[src/design/cpu_ctrl_pkg.sv]
package cpu_ctrl_pkg;

    typedef enum logic [3:0] {
        S_FETCH,
        S_DECODE,
        S_READ_A,
        S_READ_B,
        S_EXECUTE,
        S_WRITE_BACK,
        S_MEM_ADDR,
        S_MEM_ACCESS,
        S_BRANCH,
        S_HALT
    } ctrl_state_e;

    // kind of memory cycle asked of the bus unit
    typedef enum logic [1:0] {
        BUS_FETCH,
        BUS_LOAD,
        BUS_STORE
    } bus_kind_e;

    // register file write source
    typedef enum logic [1:0] {
        WB_ALU_C,
        WB_IMM8,
        WB_MDATA
    } wb_sel_e;

endpackage

[src/design/cpu_isa_pkg.sv]
package cpu_isa_pkg;

    localparam int WORD_WIDTH = 16;
    localparam int ADDR_WIDTH = 9;
    localparam int NUM_REGS   = 8;

    typedef logic [WORD_WIDTH-1:0] word_t;
    typedef logic [ADDR_WIDTH-1:0] addr_t;
    typedef logic [2:0]            reg_idx_t;

    localparam addr_t RESET_PC = '0;  // first fetch address

    // instruction bits 15..13
    typedef enum logic [2:0] {
        OP_BRANCH = 3'b001,
        OP_LDR    = 3'b011,
        OP_STR    = 3'b100,
        OP_ALU    = 3'b101,
        OP_MOV    = 3'b110,
        OP_HALT   = 3'b111
    } opcode_e;

    typedef enum logic [1:0] {
        ALU_ADD = 2'b00,
        ALU_CMP = 2'b01,  // flags only
        ALU_AND = 2'b10,
        ALU_MVN = 2'b11
    } alu_op_e;

    typedef enum logic [1:0] {
        SH_NONE = 2'b00,
        SH_LSL1 = 2'b01,
        SH_LSR1 = 2'b10,
        SH_ASR1 = 2'b11
    } shift_e;

    // branch condition, sits in the Rn field
    typedef enum logic [2:0] {
        COND_ALWAYS = 3'b000,
        COND_EQ     = 3'b001,
        COND_NE     = 3'b010,
        COND_LT     = 3'b011,
        COND_LE     = 3'b100
    } cond_e;

endpackage
[src/design/cpu_top.sv]
`timescale 1ns/1ps

module cpu_top (
    input  logic               clk,
    input  logic               reset,
    input  logic               mem_ack,
    input  cpu_isa_pkg::word_t mem_rdata,
    output logic               mem_req,
    output logic               mem_write,
    output cpu_isa_pkg::addr_t mem_addr,
    output cpu_isa_pkg::word_t mem_wdata,
    output logic               halted
);
    import cpu_isa_pkg::*;
    import cpu_ctrl_pkg::*;

    logic      bus_start;
    logic      bus_done;
    bus_kind_e bus_kind;
    logic      load_addr;
    word_t     rdata;
    logic      pc_inc;
    logic      branch_en;
    cond_e     cond;
    word_t     sximm8;
    word_t     sximm5;
    reg_idx_t  reg_idx;
    logic      reg_write;
    wb_sel_e   wb_sel;
    logic      load_a;
    logic      load_b;
    logic      load_c;
    logic      load_s;
    logic      a_zero;
    logic      b_imm;
    alu_op_e   alu_op;
    shift_e    shift;
    word_t     c_out;
    logic      n;
    logic      v;
    logic      z;
    addr_t     pc;

    cpu_controller i_cpu_controller (
        .clk, .reset, .bus_done, .rdata, .bus_start, .bus_kind, .load_addr,
        .pc_inc, .branch_en, .cond, .sximm8, .sximm5, .reg_idx, .reg_write,
        .wb_sel, .load_a, .load_b, .load_c, .load_s, .a_zero, .b_imm,
        .alu_op, .shift, .halted
    );

    cpu_datapath i_cpu_datapath (
        .clk, .reset, .reg_idx, .reg_write, .wb_sel, .load_a, .load_b,
        .load_c, .load_s, .a_zero, .b_imm, .alu_op, .shift, .sximm8,
        .sximm5, .mdata(rdata), .c_out, .n, .v, .z
    );

    pc_unit i_pc_unit (
        .clk, .reset, .pc_inc, .branch_en, .cond, .sximm8, .n, .v, .z, .pc
    );

    bus_unit i_bus_unit (
        .clk, .reset, .bus_start, .bus_kind, .load_addr, .pc, .c_in(c_out),
        .bus_done, .rdata, .mem_req, .mem_write, .mem_addr, .mem_wdata,
        .mem_ack, .mem_rdata
    );

endmodule

[src/design/cpu_controller.sv]
`timescale 1ns/1ps

module cpu_controller (
    input  logic                   clk,
    input  logic                   reset,
    input  logic                   bus_done,
    input  cpu_isa_pkg::word_t     rdata,
    output logic                   bus_start,
    output cpu_ctrl_pkg::bus_kind_e bus_kind,
    output logic                   load_addr,
    output logic                   pc_inc,
    output logic                   branch_en,
    output cpu_isa_pkg::cond_e     cond,
    output cpu_isa_pkg::word_t     sximm8,
    output cpu_isa_pkg::word_t     sximm5,
    output cpu_isa_pkg::reg_idx_t  reg_idx,
    output logic                   reg_write,
    output cpu_ctrl_pkg::wb_sel_e  wb_sel,
    output logic                   load_a,
    output logic                   load_b,
    output logic                   load_c,
    output logic                   load_s,
    output logic                   a_zero,
    output logic                   b_imm,
    output cpu_isa_pkg::alu_op_e   alu_op,
    output cpu_isa_pkg::shift_e    shift,
    output logic                   halted
);
    import cpu_isa_pkg::*;
    import cpu_ctrl_pkg::*;

    ctrl_state_e state;
    ctrl_state_e next_state;
    word_t       ir;
    logic        bus_pending;  // a memory cycle is in flight
    logic        data_pass;    // second EXECUTE of STR, moves Rd into C

    opcode_e     opcode;
    logic [1:0]  op;
    reg_idx_t    rn;
    reg_idx_t    rd;
    reg_idx_t    rm;
    shift_e      ir_shift;
    alu_op_e     ir_alu_op;
    logic        mov_imm;
    logic        is_mem;

    assign opcode    = opcode_e'(ir[15:13]);
    assign op        = ir[12:11];
    assign rn        = ir[10:8];
    assign rd        = ir[7:5];
    assign rm        = ir[2:0];
    assign ir_shift  = shift_e'(ir[4:3]);
    assign ir_alu_op = alu_op_e'(op);
    assign mov_imm   = (opcode == OP_MOV) && (op == 2'b10);
    assign is_mem    = (opcode == OP_LDR) || (opcode == OP_STR);

    assign cond   = cond_e'(ir[10:8]);
    assign sximm8 = {{8{ir[7]}}, ir[7:0]};
    assign sximm5 = {{11{ir[4]}}, ir[4:0]};

    always_ff @(posedge clk)
    begin
        if (state == S_FETCH && bus_done)
            ir <= rdata;
    end

    always_ff @(posedge clk)
    begin
        if (reset)
        begin
            state       <= S_FETCH;
            bus_pending <= 1'b0;
            data_pass   <= 1'b0;
            halted      <= 1'b0;
        end
        else
        begin
            state     <= next_state;
            data_pass <= (state == S_MEM_ADDR) && (opcode == OP_STR);
            halted    <= halted || (state == S_HALT);
            if (bus_start)
                bus_pending <= 1'b1;
            else if (bus_done)
                bus_pending <= 1'b0;
        end
    end

    always_comb
    begin
        next_state = state;
        bus_start  = 1'b0;
        bus_kind   = BUS_FETCH;
        load_addr  = 1'b0;
        pc_inc     = 1'b0;
        branch_en  = 1'b0;
        reg_idx    = rd;
        reg_write  = 1'b0;
        wb_sel     = WB_ALU_C;
        load_a     = 1'b0;
        load_b     = 1'b0;
        load_c     = 1'b0;
        load_s     = 1'b0;
        a_zero     = 1'b0;
        b_imm      = 1'b0;
        alu_op     = ALU_ADD;
        shift      = SH_NONE;
        case (state)
            S_FETCH:
            begin
                bus_start = !bus_pending;
                if (bus_done)
                begin
                    pc_inc     = 1'b1;
                    next_state = S_DECODE;
                end
            end
            S_DECODE:
            begin
                case (opcode)
                    OP_MOV:
                    begin
                        if (op == 2'b10)
                            next_state = S_WRITE_BACK;
                        else if (op == 2'b00)
                            next_state = S_READ_B;  // no Rn operand
                        else
                            next_state = S_HALT;
                    end
                    OP_ALU:    next_state = S_READ_A;
                    OP_LDR,
                    OP_STR:    next_state = (op == 2'b00) ? S_READ_A : S_HALT;
                    OP_BRANCH: next_state = (op == 2'b00) ? S_BRANCH : S_HALT;
                    default:   next_state = S_HALT;  // HALT and unknown opcodes
                endcase
            end
            S_READ_A:
            begin
                reg_idx    = rn;
                load_a     = 1'b1;
                next_state = is_mem ? S_EXECUTE : S_READ_B;
            end
            S_READ_B:
            begin
                reg_idx    = rm;
                load_b     = 1'b1;
                next_state = S_EXECUTE;
            end
            S_EXECUTE:
            begin
                load_c = 1'b1;
                if (is_mem)
                begin
                    a_zero     = data_pass;
                    b_imm      = !data_pass;  // Rn + sximm5 on the first pass
                    next_state = data_pass ? S_MEM_ACCESS : S_MEM_ADDR;
                end
                else
                begin
                    shift      = ir_shift;
                    a_zero     = (opcode == OP_MOV);
                    next_state = S_WRITE_BACK;
                    if (opcode == OP_ALU)
                    begin
                        alu_op = ir_alu_op;
                        load_c = (ir_alu_op != ALU_CMP);
                        load_s = (ir_alu_op == ALU_CMP);
                    end
                end
            end
            S_MEM_ADDR:
            begin
                load_addr = 1'b1;
                if (opcode == OP_STR)
                begin
                    load_b     = 1'b1;  // store data from Rd
                    next_state = S_EXECUTE;
                end
                else
                    next_state = S_MEM_ACCESS;
            end
            S_MEM_ACCESS:
            begin
                bus_kind  = (opcode == OP_STR) ? BUS_STORE : BUS_LOAD;
                bus_start = !bus_pending;
                if (bus_done)
                    next_state = (opcode == OP_LDR) ? S_WRITE_BACK : S_FETCH;
            end
            S_WRITE_BACK:
            begin
                next_state = S_FETCH;
                if (mov_imm)
                begin
                    reg_idx   = rn;
                    wb_sel    = WB_IMM8;
                    reg_write = 1'b1;
                end
                else if (opcode == OP_LDR)
                begin
                    wb_sel    = WB_MDATA;
                    reg_write = 1'b1;
                end
                else
                    reg_write = !((opcode == OP_ALU) && (ir_alu_op == ALU_CMP));
            end
            S_BRANCH:
            begin
                branch_en  = 1'b1;  // pc unit decides if taken
                next_state = S_FETCH;
            end
            S_HALT:  next_state = S_HALT;
            default: next_state = S_HALT;
        endcase
    end

endmodule

[src/design/cpu_datapath.sv]
`timescale 1ns/1ps

module cpu_datapath (
    input  logic                  clk,
    input  logic                  reset,
    input  cpu_isa_pkg::reg_idx_t reg_idx,
    input  logic                  reg_write,
    input  cpu_ctrl_pkg::wb_sel_e wb_sel,
    input  logic                  load_a,
    input  logic                  load_b,
    input  logic                  load_c,
    input  logic                  load_s,
    input  logic                  a_zero,
    input  logic                  b_imm,
    input  cpu_isa_pkg::alu_op_e  alu_op,
    input  cpu_isa_pkg::shift_e   shift,
    input  cpu_isa_pkg::word_t    sximm8,
    input  cpu_isa_pkg::word_t    sximm5,
    input  cpu_isa_pkg::word_t    mdata,
    output cpu_isa_pkg::word_t    c_out,
    output logic                  n,
    output logic                  v,
    output logic                  z
);
    import cpu_isa_pkg::*;
    import cpu_ctrl_pkg::*;

    word_t regs [NUM_REGS];
    word_t a;
    word_t b;
    word_t wb_data;
    word_t b_shift;
    word_t ain;
    word_t bin;
    word_t alu_out;

    always_comb
    begin
        case (wb_sel)
            WB_IMM8:  wb_data = sximm8;
            WB_MDATA: wb_data = mdata;
            default:  wb_data = c_out;
        endcase
    end

    always_ff @(posedge clk)
    begin
        if (reg_write)
            regs[reg_idx] <= wb_data;
        if (load_a)
            a <= regs[reg_idx];
        if (load_b)
            b <= regs[reg_idx];
        if (load_c)
            c_out <= alu_out;
    end

    always_comb
    begin
        case (shift)
            SH_LSL1: b_shift = {b[WORD_WIDTH-2:0], 1'b0};
            SH_LSR1: b_shift = {1'b0, b[WORD_WIDTH-1:1]};
            SH_ASR1: b_shift = {b[WORD_WIDTH-1], b[WORD_WIDTH-1:1]};
            default: b_shift = b;
        endcase
    end

    assign ain = a_zero ? '0 : a;
    assign bin = b_imm ? sximm5 : b_shift;

    always_comb
    begin
        case (alu_op)
            ALU_CMP: alu_out = ain - bin;
            ALU_AND: alu_out = ain & bin;
            ALU_MVN: alu_out = ~bin;
            default: alu_out = ain + bin;
        endcase
    end

    // status from CMP only
    always_ff @(posedge clk)
    begin
        if (reset)
        begin
            n <= 1'b0;
            v <= 1'b0;
            z <= 1'b0;
        end
        else if (load_s)
        begin
            n <= alu_out[WORD_WIDTH-1];
            z <= (alu_out == '0);
            // operands of opposite sign and result sign differs from ain
            v <= (ain[WORD_WIDTH-1] ^ bin[WORD_WIDTH-1]) &
                 (alu_out[WORD_WIDTH-1] ^ ain[WORD_WIDTH-1]);
        end
    end

endmodule

[src/design/bus_unit.sv]
`timescale 1ns/1ps

module bus_unit (
    input  logic                    clk,
    input  logic                    reset,
    input  logic                    bus_start,
    input  cpu_ctrl_pkg::bus_kind_e bus_kind,
    input  logic                    load_addr,
    input  cpu_isa_pkg::addr_t      pc,
    input  cpu_isa_pkg::word_t      c_in,
    output logic                    bus_done,
    output cpu_isa_pkg::word_t      rdata,
    output logic                    mem_req,
    output logic                    mem_write,
    output cpu_isa_pkg::addr_t      mem_addr,
    output cpu_isa_pkg::word_t      mem_wdata,
    input  logic                    mem_ack,
    input  cpu_isa_pkg::word_t      mem_rdata
);
    import cpu_isa_pkg::*;
    import cpu_ctrl_pkg::*;

    typedef enum logic [1:0] {
        BU_IDLE,
        BU_REQ,
        BU_WAIT_ACK_LOW
    } bus_state_e;

    bus_state_e state;
    addr_t      data_addr;

    always_ff @(posedge clk)
    begin
        if (load_addr)
            data_addr <= c_in[ADDR_WIDTH-1:0];
        if (state == BU_IDLE && bus_start)
        begin
            mem_addr  <= (bus_kind == BUS_FETCH) ? pc : data_addr;
            mem_wdata <= c_in;  // held for the whole request
        end
        if (state == BU_REQ && mem_ack)
            rdata <= mem_rdata;
    end

    always_ff @(posedge clk)
    begin
        if (reset)
        begin
            state     <= BU_IDLE;
            mem_req   <= 1'b0;
            mem_write <= 1'b0;
            bus_done  <= 1'b0;
        end
        else
        begin
            bus_done <= 1'b0;
            case (state)
                BU_IDLE:
                begin
                    if (bus_start)
                    begin
                        mem_req   <= 1'b1;
                        mem_write <= (bus_kind == BUS_STORE);
                        state     <= BU_REQ;
                    end
                end
                BU_REQ:
                begin
                    if (mem_ack)
                    begin
                        mem_req   <= 1'b0;
                        mem_write <= 1'b0;
                        state     <= BU_WAIT_ACK_LOW;
                    end
                end
                BU_WAIT_ACK_LOW:
                begin
                    if (!mem_ack)
                    begin
                        bus_done <= 1'b1;  // memory has closed the cycle
                        state    <= BU_IDLE;
                    end
                end
                default: state <= BU_IDLE;
            endcase
        end
    end

endmodule

[src/design/pc_unit.sv]
`timescale 1ns/1ps

module pc_unit (
    input  logic               clk,
    input  logic               reset,
    input  logic               pc_inc,
    input  logic               branch_en,
    input  cpu_isa_pkg::cond_e cond,
    input  cpu_isa_pkg::word_t sximm8,
    input  logic               n,
    input  logic               v,
    input  logic               z,
    output cpu_isa_pkg::addr_t pc
);
    import cpu_isa_pkg::*;

    logic taken;

    always_comb
    begin
        case (cond)
            COND_ALWAYS: taken = 1'b1;
            COND_EQ:     taken = z;
            COND_NE:     taken = !z;
            COND_LT:     taken = n ^ v;
            COND_LE:     taken = (n ^ v) | z;
            default:     taken = 1'b0;  // unknown condition
        endcase
    end

    // pc already points past the branch when branch_en arrives
    always_ff @(posedge clk)
    begin
        if (reset)
            pc <= RESET_PC;
        else if (pc_inc)
            pc <= pc + addr_t'(1);
        else if (branch_en && taken)
            pc <= pc + sximm8[ADDR_WIDTH-1:0];
    end

endmodule

[config.mk]
export PLATFORM = sky130hd
export DESIGN_NAME = cpu_top
export DESIGN_NICKNAME = d
export VERILOG_FILES = /design/src/design/cpu_ctrl_pkg.sv /design/src/design/cpu_isa_pkg.sv /design/src/design/cpu_top.sv /design/src/design/cpu_controller.sv /design/src/design/cpu_datapath.sv /design/src/design/bus_unit.sv /design/src/design/pc_unit.sv
export SDC_FILE = /design/constraint.sdc
export NUM_CORES = 1
export LEC_CHECK = 0
export BUFFER_PORTS_ARGS = -buffer_cell sky130_fd_sc_hd__buf_2
export CAP_MARGIN = 5
export CORE_UTILIZATION = 52
export CTS_CLUSTER_SIZE = 30
export DETAILED_ROUTE_END_ITERATION = 16
export PLACE_DENSITY = 0.74
export SLEW_MARGIN = 20
export SYNTH_ARGS = -nofsm -noshare
export SYNTH_HDL_FRONTEND = slang
export SYNTH_SLANG_ARGS = --single-unit
[constraint.sdc]
create_clock -name clk -period 9 [get_ports clk]
set_input_delay 0.45 -clock clk [delete_from_list [all_inputs] [get_ports clk]]
set_output_delay 0.45 -clock clk [all_outputs]
set_load 0.01 [all_outputs]
; ---- Word level (Yosys, flattened, before mapping)
; Memory sizes are Yosys's and may differ from the RTL's.
; Index checks and enable logic that the tools add are counted.
[totals]
romBits = 0
inputBits = 19
mem_bits_rw = 128
reg_bits = 138
latchBits = 0
memories = 1
output_inout_bits = 28
word_cells = 168
[mem_list]
columns = memory, depth, width, rd, rd_clocked_by_memory_dff, wr, line_no
row1 = i_cpu_datapath.regs, 8, 16, 1, 0, 1, cpu_datapath.sv:28  ; word_t regs [NUM_REGS];
[op_classes]
n_eq_ne = 37
n_lt_le_gt_ge = 0
n_addsub = 4
n_div = 0
multipliers = 0
n_reduce_logical = 29
n_mux = 69
bitwise_logic = 8
shifts = 0
[ops]
columns = op, count
row1 = one-hot mux 16 bit (3 select lines), 2
row2 = two-way mux 16 bit, 2
row3 = one-hot mux 16 bit (2 select lines), 1
row4 = one-hot mux 4 bit (8 select lines), 1
row5 = two-way mux 1 bit, 30
row6 = two-way mux 2 bit, 14
row7 = two-way mux 9 bit, 3
row8 = two-way mux 4 bit, 6
row9 = adder 16 bit, 1
row10 = AND 16 bit, 1
row11 = equality test 2 bit (second input constant), 8
row12 = equality test 4 x 3 -> 1 bit (second input constant), 4
row13 = logical NOT 16 bit, 1
row14 = NOT 16 bit, 1
row15 = one-hot mux 4 bit (4 select lines), 1
row16 = subtractor 16 bit, 1
row17 = equality test 3 bit (second input constant), 4
row18 = equality test 2 x 1 -> 1 bit (second input constant), 5
row19 = adder 9 x 1 -> 9 bit (second input constant), 1
row20 = adder 9 bit, 1
row21 = equality test 3 x 2 -> 1 bit (second input constant), 3
row22 = two-way mux 3 bit, 3
row23 = one-hot mux 3 bit (3 select lines), 1
row24 = equality test 4 x 2 -> 1 bit (second input constant), 2
row25 = 22 further kinds, 50

; ---- Longest topological paths before layout
; Gate-level depths: netlist (run 1).
[logic_depth]
word_depth = 11
mapped_depth = 24

; ---- Cells and area by module
; From an unflattened synthesis (run 1), not the netlist that was laid out.
[hier_totals]
cells_unflattened = 987
hier_area_um2 = 13182.6
[modules_own_cells]
columns = module, n_inst, cells_each, seq_area_each_um2, area_per_inst_um2
row1 = cpu_datapath, 1, 654, 5345.1, 9083.7
row2 = bus_unit, 1, 82, 1601.5, 1824.2
row3 = cpu_controller, 1, 158, 620.6, 1491.4
row4 = pc_unit, 1, 93, 180.2, 783.3

; ---- Worst setup path before layout (run 1)
; Ideal clock, no wire load.
[synth_timing]
path_type = register to register
from = register i_cpu_controller.state[3]
to = register i_cpu_datapath.z
arrival_ps = 4854
setup_ps = 88
n_path_buf = 4
slack_ps = 4058
path_stages_with_launch = 24
synth_period_minus_slack_ps = 4942
path_cell_list = dfxtp_1 > buf_6 > or4b_1 > buf_2 > buf_6 > buf_6 > o21ai_1 > a32oi_1 > o21ai_0 > ha_1 > nand2_1 > o21a_1 > xor2_1 > ha_1 > a211oi_1 > nor2_1 > a2111oi_0 > o21bai_1 > xor2_1 > mux2_2 > or4b_1 > nor4_1 > o2111ai_1 > o32ai_2
[synth_via]
elab_chain_cells = 8
word_cells_on_any_way = 21
[synth_lines]
columns = item, line_no
row1 = "start, declared", cpu_controller.sv:32  ; ctrl_state_e state;
row2 = "start signal, assigned", cpu_controller.sv:79  ; state <= next_state;
row3 = equality test 4 x 3 -> 1 bit (*), cpu_controller.sv:108  ; case (state)
row4 = two-way mux 2 bit, cpu_controller.sv:108
row5 = equality test 2 bit / equality test 2 x 1 -> 1 bit (equally long branches), cpu_datapath.sv:60  ; case (shift)
row6 = one-hot mux 16 bit (3 select lines), cpu_datapath.sv:60
row7 = two-way mux 16 bit, cpu_datapath.sv:69  ; assign bin = b_imm ? sximm5 : b_shift;
row8 = adder 16 bit (tied with other cells), cpu_datapath.sv:77  ; default: alu_out = ain + bin;
row9 = one-hot mux 16 bit (3 select lines) (*), cpu_datapath.sv:73  ; case (alu_op)
row10 = named net i_cpu_datapath.alu_out[9], cpu_datapath.sv:35  ; word_t alu_out;
row11 = logical NOT 16 bit (*), cpu_datapath.sv:93  ; z <= (alu_out == '0);
row12 = "end signal, assigned", cpu_datapath.sv:93
row13 = "end, declared", cpu_datapath.sv:23  ; output logic z
; The timed path passes the listed nets; every way through them passes the cells marked *.
; A chain may end at the register's enable or synchronous reset.

; ---- Worst setup path in the final report (run 1)
[layout_timing]
from = register i_cpu_controller.state[0]
to = register i_cpu_datapath.z
; The elaborated chain is that of the path after synthesis.

==> results of run 1 <==
## per-layer routing
metal  share of wire (%)  vias up  track usage [%]
met5               0.040        -                0
met4                 2.5        2             7.29
met3                 7.3       56             3.72
met2                  46      361             40.0
met1                  44     4539             36.5
li1                    -     4469                -
## logic make-up (layout without fill, tap and decap cells)
logic type / after synthesis / after routing / share of synthesized area, %
AO/OA/AOI/OAI: 243 / 243 / 12.8
XOR/XNOR: 30 / 30 / 1.99
adder cells (fa/ha/maj): 30 / 30 / 2.96
buffers and inverters: 117 / 152 / 3.62
flip-flops: 266 / 266 / 58.8
multiplexers: 20 / 20 / 1.65
AND/OR/NAND/NOR: 502 / 502 / 18.2
## sequential cells by signal, indices dropped and copies added, names as in the netlist, 2 cells and up
signal	flops
i_bus_unit.rdata	16
i_bus_unit.data_addr	9
i_cpu_controller.state	4
i_cpu_datapath.regs	128
i_bus_unit.state	2
i_pc_unit.pc	9
i_cpu_datapath.c_out	16
i_cpu_controller.ir	16
i_bus_unit.mem_addr	9
i_cpu_datapath.a	16
i_cpu_datapath.b	16
i_bus_unit.mem_wdata	16
## stage by stage
step / hold WS (ps) / util [%] / power (µW)
floorplan: 426 / - / 1740
global placement: 434 / 55.6 / 1840
detailed placement: 434 / 55.6 / 1850
CTS: 54.7 / 58.7 / 2820
global route: 64.4 / 58.7 / 2900
finish: 71.4 / 58.7 / 2800
## placed cells by master (no fill, tap or decap), types with 13 or more instances in the layout
cell and n:
dfxtp_1 24, mux2_2 13, and2_1 20, o21ai_0 58
ha_1 28, a21oi_1 49, edfxtp_1 242, nand2_1 205
inv_1 44, buf_4 19, nand3_1 101, xnor2_1 18
buf_2 46, a22oi_1 13, nor3_1 17, nor2_1 72
clkbuf_16 26
## final timing paths
path,from,cells past startpoint,end,slack [ps]
hold reg to reg,i_bus_unit.mem_req,2,i_bus_unit.mem_req,450
setup reg to reg,i_cpu_controller.state[0],19,i_cpu_datapath.z,2850
hold / removal,mem_rdata[8],1,i_bus_unit.rdata[8],70
setup / recovery,i_cpu_controller.state[0],19,i_cpu_datapath.z,2850
## critical path, cell delays in order (launching register included)
cell       delay (ps)
dfxtp_1           470
or4b_1           1030
a2111oi_1         650
o31ai_1           180
inv_1             100
ha_1              200
nand2_1            60
o21a_1            200
xor2_1            140
ha_1              340
a211oi_1          270
nor2_1             90
a2111oi_0         640
o21bai_1          180
xor2_1            160
mux2_2            270
or4b_1            520
nor4_1            240
o2111ai_1         170
o32ai_2           120
## layout make-up
type	count	area, µm²	area share [%]
clock buffer	28	658	4.56
tap	324	405	2.81
multi-input combinational	825	4980	34.5
timing repair buffer	65	373	2.58
sequential	266	7750	53.7
clock inverter	13	93.8	0.650
inverter	46	173	1.20
## power by group through the flow
stage          combinational (µW)  clock (µW)  sequential, µW
2_1_floorplan                 223           0            1520
3_3_place_gp                  336           0            1510
3_5_place_dp                  341           0            1510
4_1_cts                       343         987            1480
5_1_grt                       381        1030            1490
6_report                      342         974            1480
==> run_results.csv, run 1 <==
group,metric,value,unit
logic_synthesis,synth_edf_count,242,
cts,clock_sinks,266,
placement,place_congestion,0.960,
cts,cts_setup_buffers,0,
placement,placed_cells,1526,
layout,stdcell_area,0.0144,mm²
drt,wire_per_inst,20.7,µm
logic_synthesis,ys.flop_type,"edfxtp_1",
logic_synthesis,synth.cell_area,0.0132,mm²
cts,root_buffer,"clkbuf_16",
drt,drc,0,
power_and_ir_drop,combPwrFrac,12.2,%
floorplanning,ios,47,
logic_synthesis,synth_commonest_cells,"edfxtp_1 (242), nand2_1 (206), nand3_1 (101)",
layout,final_cells,1567,
cts,ctsResizeCount,0,
placement,hpwl,22.7,mm
logic_synthesis,yosys_warnings,0,
floorplanning,dieArea,0.0260,mm²
placement,portBuffers,46,
timing,slew_viol_final,0,
timing,worst_slack,2850,ps
job,maxCapViolations,0,
critical_path,end_kind,"flop",
critical_path,crit_required,9450,ps
timing,period_needed,6150,ps
critical_path,crit_fanout,23,
floorplanning,start_util,53.6,%
global_route,grt_pass1_wl,50.3,mm
timing,rsz0062_at_grt,"false",
logic_synthesis,syn_inst,1208,
floorplanning,rows,57,
drt,vias_per_cell,6.02,
power_and_ir_drop,p_leak,0.00526,µW
cts,clkTransAtPathRegs,60,ps
timing,fmax,163,MHz
timing,setup_viol,0,
placement,dpl_worst_slack,2910,ps
timing,finClkSkew,24.1,ps
placement,placed_cell_area,0.0137,mm²
hold_path,hp-class,"input pin to flop",
layout,antenna_cells,0,
timing,max_slew_margin,27.3,%
cts,ctsHoldBuffers,0,
timing,hold_violations,0,
floorplanning,die_h,161,µm
logic_synthesis,synthArstFlopShare,0,%
outcome,outcome,"completed",
global_route,grt_pass1_vias,8900,
power_and_ir_drop,switching_share,25.3,%
timing,post-route-period-util,68.4,%
cts,clock_path_buffers,3,
logic_synthesis,ys_ff_latch,266,
logic_synthesis,ys_seq_area_share,58.8,%
layout,final_nets,1279,
logic_synthesis,synth_most_common_cell,"edfxtp_1",
logic_synthesis,yosysTopAreaCell,"edfxtp_1",
floorplanning,die-width,161,µm
layout,nFillCells,2034,
power_and_ir_drop,vdd_drop_max,183,µV
drt,drt_iter0_drc,784,
layout,syn_to_final_growth,9.48,%
power_and_ir_drop,pwr-share-clk,34.8,%
layout,drive_gt1_share,11.7,%
drt,postRouteWirelength,32.5,mm
global_route,antenna_found_initial,1,
floorplanning,core,0.0246,mm²
global_route,gr-total-overflow,0,
global_route,track_usage,25.3,%
timing,worst_pin_slew,1080,ps
critical_path,startpoint_type,"flop",
drt,ant_nets,0,
logic_synthesis,synth_nets,1257,
cts,numCtsBuffers,26,
logic_synthesis,avgSynthCellArea,10.9,µm²
cts,clock_latency,550,ps
drt,drt_pass1_iterations,5,
power_and_ir_drop,p_int,2090,µW
critical_path,worstSetupPathType,"flop to flop",
logic_synthesis,netlist.area_leader.share,55.1,%
cts,htree_num_levels,1,
drt,vias,9427,
global_route,grt_max_degree,66,
power_and_ir_drop,switching_power,708,µW
cts,tritoncts,"done",
logic_synthesis,synth.area.top_cells,"edfxtp_1 (55%), nand2_1 (5.9%), nand3_1 (3.8%), dfxtp_1 (3.6%), ha_1 (2.7%)",
logic_synthesis,synth_cell_types,86,
timing,tns,0,ps
power_and_ir_drop,p_per_area,194,mW/mm²
critical_path,crit_arrival,6600,ps
power_and_ir_drop,seq_power_share,53.0,%
Note: power is estimated with default switching activity, not from simulation.
==> inputs of run 2 (changes only) <==
--- a/config.mk
+++ b/config.mk
@@ -5,6 +5,7 @@
 export SDC_FILE = /design/constraint.sdc
 export NUM_CORES = 1
 export LEC_CHECK = 0
+export ABC_AREA = 1
 export BUFFER_PORTS_ARGS = -buffer_cell sky130_fd_sc_hd__buf_2
 export CAP_MARGIN = 5
 export CORE_UTILIZATION = 52
==> constraint.sdc (replaced) <==
create_clock -name clk -period 6.2 [get_ports clk]
set_input_delay 0.31 -clock clk [delete_from_list [all_inputs] [get_ports clk]]
set_output_delay 0.31 -clock clk [all_outputs]
set_load 0.01 [all_outputs]
==> run_results.csv, run 2 <==
group,metric,value,unit
global_route,grt_pass1_wl,47.4,mm
timing,slew_viol_final,0,
layout,nFillCells,1936,
critical_path,rrSetupSlack,1810,ps
timing,rsz0062_at_grt,"false",
critical_path,crit_fanout,19,
critical_path,worstSetupEndpoint,"i_cpu_datapath.c_out[14]",
placement,hpwl,21.9,mm
drt,drc,0,
drt,drt_iter0_drc,904,
critical_path,r2r-start,"i_cpu_controller.ir[15]",
hold_path,hp-class,"input pin to flop",
critical_path,max_stage_delay,440,ps
drt,wire_per_inst,18.4,µm
timing,period_needed,4390,ps
floorplanning,core,0.0237,mm²
layout,final_cell_mix,"edfxtp_1 (242), nand2_1 (219), nor2_1 (190), inv_1 (119), o21ai_0 (86)",
timing,hold_violations,0,
cts,clock_latency,550,ps
logic_synthesis,synth_most_common_cell,"edfxtp_1",
logic_synthesis,ys.flop_type,"edfxtp_1",
logic_synthesis,syn_inst,1242,
layout,layout_commonest_cell,"edfxtp_1",
drt,vias_per_cell,5.57,
logic_synthesis,synth_edf_count,242,
floorplanning,dieArea,0.0250,mm²
layout,largest-register,"i_cpu_datapath.regs",
logic_synthesis,yosys_warnings,0,
critical_path,r2r-end,"i_cpu_datapath.c_out[14]",
critical_path,crit_arrival,4680,ps
logic_synthesis,yosysTopAreaCell,"edfxtp_1",
layout,stdcell_area,0.0143,mm²
logic_synthesis,netlist.area_leader.share,57.4,%
logic_synthesis,ys_seq_area_share,61.2,%
power_and_ir_drop,vdd_drop_max,257,µV
floorplanning,start_util,53.4,%
timing,post-route-period-util,70.9,%
layout,final_nets,1367,
drt,drt_pass1_iterations,6,
layout,drive_gt1_share,13.2,%
logic_synthesis,synth.area.top_cells,"edfxtp_1 (57%), nand2_1 (6.5%), nor2_1 (5.6%), dfxtp_1 (3.8%), inv_1 (3.5%)",
critical_path,end_kind,"flop",
global_route,grt_pass1_vias,8659,
timing,fmax,228,MHz
power_and_ir_drop,p_leak,0.00562,µW
outcome,outcome,"completed",
critical_path,slowest_stage,"edfxtp_1",
global_route,antenna_found_initial,1,
layout,largest_reg_flops,128,
cts,htree_num_levels,1,
timing,worst_pin_slew,1080,ps
logic_synthesis,synth_commonest_cells,"edfxtp_1 (242), nand2_1 (219), nor2_1 (190)",
critical_path,startpoint_type,"flop",
cts,ctsResizeCount,0,
cts,tritoncts,"done",
logic_synthesis,synthArstFlopShare,0,%
timing,tns,0,ps
layout,syn_to_final_growth,12.8,%
timing,setup_viol,0,
critical_path,rr_worst_depth,26,
floorplanning,rows,56,
job,maxCapViolations,0,
logic_synthesis,synth.cell_area,0.0127,mm²
drt,vias,9236,
cts,numCtsBuffers,27,
hold_path,whs_path_depth,2,
global_route,grt_max_degree,64,
logic_synthesis,synth_nets,1291,
logic_synthesis,avgSynthCellArea,10.2,µm²
cts,cts_setup_buffers,0,
placement,place_congestion,0.962,
placement,placed_cell_area,0.0132,mm²
cts,clkTransAtPathRegs,70,ps
layout,final_util,60.3,%
global_route,gr-total-overflow,0,
critical_path,startpoint,"i_cpu_controller.ir[15]",
drt,ant_nets,0,
drt,postRouteWirelength,30.6,mm
cts,root_buffer,"clkbuf_16",
floorplanning,die-width,158,µm
power_and_ir_drop,p_per_area,267,mW/mm²
cts,clock_sinks,266,
critical_path,cp_common_cell,"nand2_1",
logic_synthesis,synth_cell_types,51,
cts,clock_path_buffers,3,
critical_path,crit_required,6490,ps
placement,portBuffers,46,
floorplanning,ios,47,
global_route,track_usage,25.3,%
floorplanning,die_h,158,µm
timing,max_slew_margin,27.7,%
critical_path,worstSetupPathType,"flop to flop",
logic_synthesis,ys_ff_latch,266,
timing,finClkSkew,16.7,ps
==> run 2: cell types whose count changed after synthesis, sizes merged, moves of 12 or more <==
cell / before / now
nor2: 72 / 203
inv: 45 / 132
nand3: 101 / 60
clkbuf: 53 / 20
nand2: 206 / 234
o21ai: 61 / 89
a21oi: 51 / 72
and2: 21 / 0
or2: 4 / 19
mux2: 14 / 0
a22oi: 13 / 1
nor2b: 12 / 0
==> run 2: cell type report <==
class	count	area [µm²]	share of cell area [%]
sequential	266	7750	54.3
multi-input combinational	811	4250	29.8
clock buffer	30	687	4.81
timing repair buffer	78	513	3.59
inverter	134	503	3.52
tap	319	399	2.80
clock inverter	19	169	1.18
antenna	1	2.50	0.0175
==> run 2: critical path, delay by kind of cell, from the launching register on <==
kind                     cells  cell delay [ps]
AND/OR/NAND/NOR             16             2300
flip-flops                   1              440
AO/OA/AOI/OAI                3              440
buffers and inverters        5              400
adder cells (fa/ha/maj)      1              330
XOR/XNOR                     1              240
==> run 2: power by group <==
group / internal (µW) / switching [µW] / total [µW] / leakage (µW)
Clock: 889 / 684 / 1570 / 0.000422
Combinational: 70.4 / 139 / 209 / 0.00281
Sequential: 2010 / 22.1 / 2030 / 0.00239
Total: 2970 / 845 / 3820 / 0.00562
==> run 2: routing by layer <==
layer  part of all wire, %  global-route usage (%)
met4                   3.3                    9.07
met2                    46                    41.3
met3                   8.0                    4.52
met1                    42                    34.0
met5                     0                       0
==> run 2: stage by stage <==
stage	setup WS, ps	total power (µW)	instances	hold slack (ps)
global route	1400	3940	1658	120
finish	1810	3820	1658	136
CTS	1860	3830	1657	124
floorplan	2470	2190	1242	383
global placement	1860	2270	1591	435
detailed placement	1890	2270	1591	435
==> run 2: how the worst min path moves through the flow <==
stage | start | endpoint
CTS | reset | i_cpu_controller.halted
detailed placement | i_bus_unit.rdata[3] | i_cpu_controller.ir[3]
global placement | i_bus_unit.rdata[15] | i_cpu_controller.ir[15]
global route | reset | i_cpu_controller.halted
floorplan | reset | i_bus_unit.state[1]
finish | reset | i_cpu_controller.data_pass
==> run 2: cells by family (layout without fill, tap and decap cells) <==
| family | after synthesis | count (layout) | share of synthesized area [%] |
|---|---|---|---|
| xor gates and xnor gates | 20 | 20 | 1.38 |
| and+or+nand+nor | 541 | 541 | 18.9 |
| buffers and inverters | 165 | 261 | 5.17 |
| other | 0 | 1 | 0 |
| AOI/OAI and AO/OA | 220 | 220 | 10.3 |
| DFF | 266 | 266 | 61.2 |
| adders and majority gates | 30 | 30 | 3.08 |
==> run 2: what timing repair did <==
action                     in CTS  in global routing
hold buffers                   17                  0
setup endpoints to repair       0                  0
hold endpoints to repair       18                  0
==> inputs of run 3 (changes only) <==
--- a/config.mk
+++ b/config.mk
@@ -11,7 +11,7 @@
 export CORE_UTILIZATION = 52
 export CTS_CLUSTER_SIZE = 30
 export DETAILED_ROUTE_END_ITERATION = 16
-export PLACE_DENSITY = 0.74
+export PLACE_DENSITY = 0.76
 export SLEW_MARGIN = 20
 export SYNTH_ARGS = -nofsm -noshare
 export SYNTH_HDL_FRONTEND = slang
==> constraint.sdc (replaced) <==
create_clock -name clk -period 3.9 [get_ports clk]
set_input_delay 0.195 -clock clk [delete_from_list [all_inputs] [get_ports clk]]
set_output_delay 0.195 -clock clk [all_outputs]
set_load 0.01 [all_outputs]
==> run_results.csv, run 3 (same netlist as run 2, synthesis figures left out) <==
group,metric,value,unit
timing,tns,-294,ps
drt,routed.top_layer,"met4",
cts,numCtsBuffers,27,
placement,hpwl,22.6,mm
cts,clock_sinks,266,
timing,finClkSkew,27.2,ps
drt,met1_length,13.5,mm
global_route,grt_pass1_wl,49.5,mm
floorplanning,core,0.0237,mm²
floorplanning,die_h,158,µm
timing,slew_viol_final,0,
drt,vias_per_cell,5.45,
timing,hold_violations,0,
cts,clock_latency,560,ps
global_route,antenna_found_initial,0,
layout,final_cells,1781,
timing,post-route-period-util,104,%
job,maxCapViolations,0,
timing,worst_pin_slew,970,ps
drt,vias,9698,
critical_path,slowest_stage,"dfxtp_1",
critical_path,crit_required,4310,ps
timing,setup_viol,5,
critical_path,crit_fanout,6,
timing,period_needed,4040,ps
critical_path,cp_common_cell,"buf_4",
placement,placed_cells,1677,
layout,nFillCells,1784,
layout,largest_reg_flops,128,
drt,drc,0,
floorplanning,start_util,53.4,%
floorplanning,dieArea,0.0250,mm²
cts,tritoncts,"done",
drt,ant_nets,0,
floorplanning,ios,47,
cts,root_buffer,"clkbuf_16",
layout,final_util,65.9,%
power_and_ir_drop,p_leak,0.00629,µW
floorplanning,die-width,158,µm
placement,place_congestion,0.943,
critical_path,max_stage_delay,350,ps
global_route,grt_pass1_vias,9335,
power_and_ir_drop,p_per_area,389,mW/mm²
drt,drt_pass1_iterations,5,
power_and_ir_drop,vdd_drop_max,402,µV
drt,wl_met2,14.9,mm
global_route,grt_max_degree,36,
layout,final_cell_mix,"edfxtp_1 (242), nand2_1 (208), nor2_1 (180), buf_4 (131), inv_1 (116)",
drt,wire_per_inst,17.9,µm
drt,wl_met3,2.30,mm
placement,portBuffers,46,
placement,dpl_worst_slack,-247,ps
floorplanning,rows,56,
critical_path,worstSetupPathType,"flop to flop",
cts,clock_path_buffers,3,
layout,antenna_cells,0,
global_route,track_usage,26.4,%
critical_path,end_kind,"flop",
outcome,outcome,"complete, but fails checks",
drt,drt_iter0_drc,797,
cts,clkTransAtPathRegs,60,ps
timing,max_slew_margin,35.2,%
layout,syn_to_final_growth,23.3,%
cts,htree_num_levels,1,
layout,drive_gt1_share,24.9,%
timing,fmax,247,MHz
layout,final_nets,1490,
critical_path,crit_arrival,4450,ps
hold_path,hp-class,"input pin to flop",
timing,rsz0062_at_grt,"true",
critical_path,startpoint_type,"flop",
outcome,violations,"negative setup slack",
layout,layout_commonest_cell,"edfxtp_1",
drt,postRouteWirelength,31.9,mm
layout,largest-register,"i_cpu_datapath.regs",
timing,worst_slack,-141,ps
global_route,gr-total-overflow,0,
-- run 3: area by class of cell --
type                       instances  area, µm²  area share, %
sequential                       266       7750           49.6
inverter                         134        508           3.25
multi-input combinational        811       4620           29.6
clock buffer                      34        722           4.62
clock inverter                    16        134          0.858
timing repair buffer             201       1480           9.48
tap                              319        399           2.56
-- run 3: critical path, delay by kind of cell (launching register included) --
family,cells,cell delay [ps]
AND/OR/NAND/NOR,12,1110
flip-flops,1,350
AO/OA/AOI/OAI,2,160
buffers and inverters,19,2280
-- run 3: through the flow --
stage	hold WS [ps]	total power (µW)	instance area (µm²)
floorplan	268	3480	12700
CTS	23.8	6080	15400
finish	29.9	6070	15600
detailed placement	373	3620	13900
global route	31.7	6250	15600
global placement	373	3610	13900
-- run 3: path summary, 6_finish.rpt --
path                            slack [ps]                       from  cells after the start                   endpoint
worst max-delay path                  -140  i_cpu_controller.state[2]                     33           i_cpu_datapath.z
worst min register to register         450       i_bus_unit.rdata[10]                      0    i_cpu_controller.ir[10]
worst max register to register        -140  i_cpu_controller.state[2]                     33           i_cpu_datapath.z
worst min-delay path                    30                      reset                      2  i_cpu_controller.state[2]
-- run 3: what timing repair did --
action                                 in CTS  in global routing
gates resized for setup                    50                 44
setup endpoints to repair                   8                 12
hold buffers                               17                  0
endpoints found under the hold margin      19                  0
pin swaps                                  38                 35
buffers inserted                           31                  8
-- run 3: per-layer routing --
metal,vias up,GRT usage (%)
li1,4680,-
met1,4570,35.3
met2,370,43.3
met3,78,4.00
met4,0,10.5
met5,-,0
-- run 3: report_power, final --
group          switching [µW]  internal, µW  total, µW
Sequential               31.1          3200       3230
Clock                    1080          1390       2480
Combinational             235           131        366
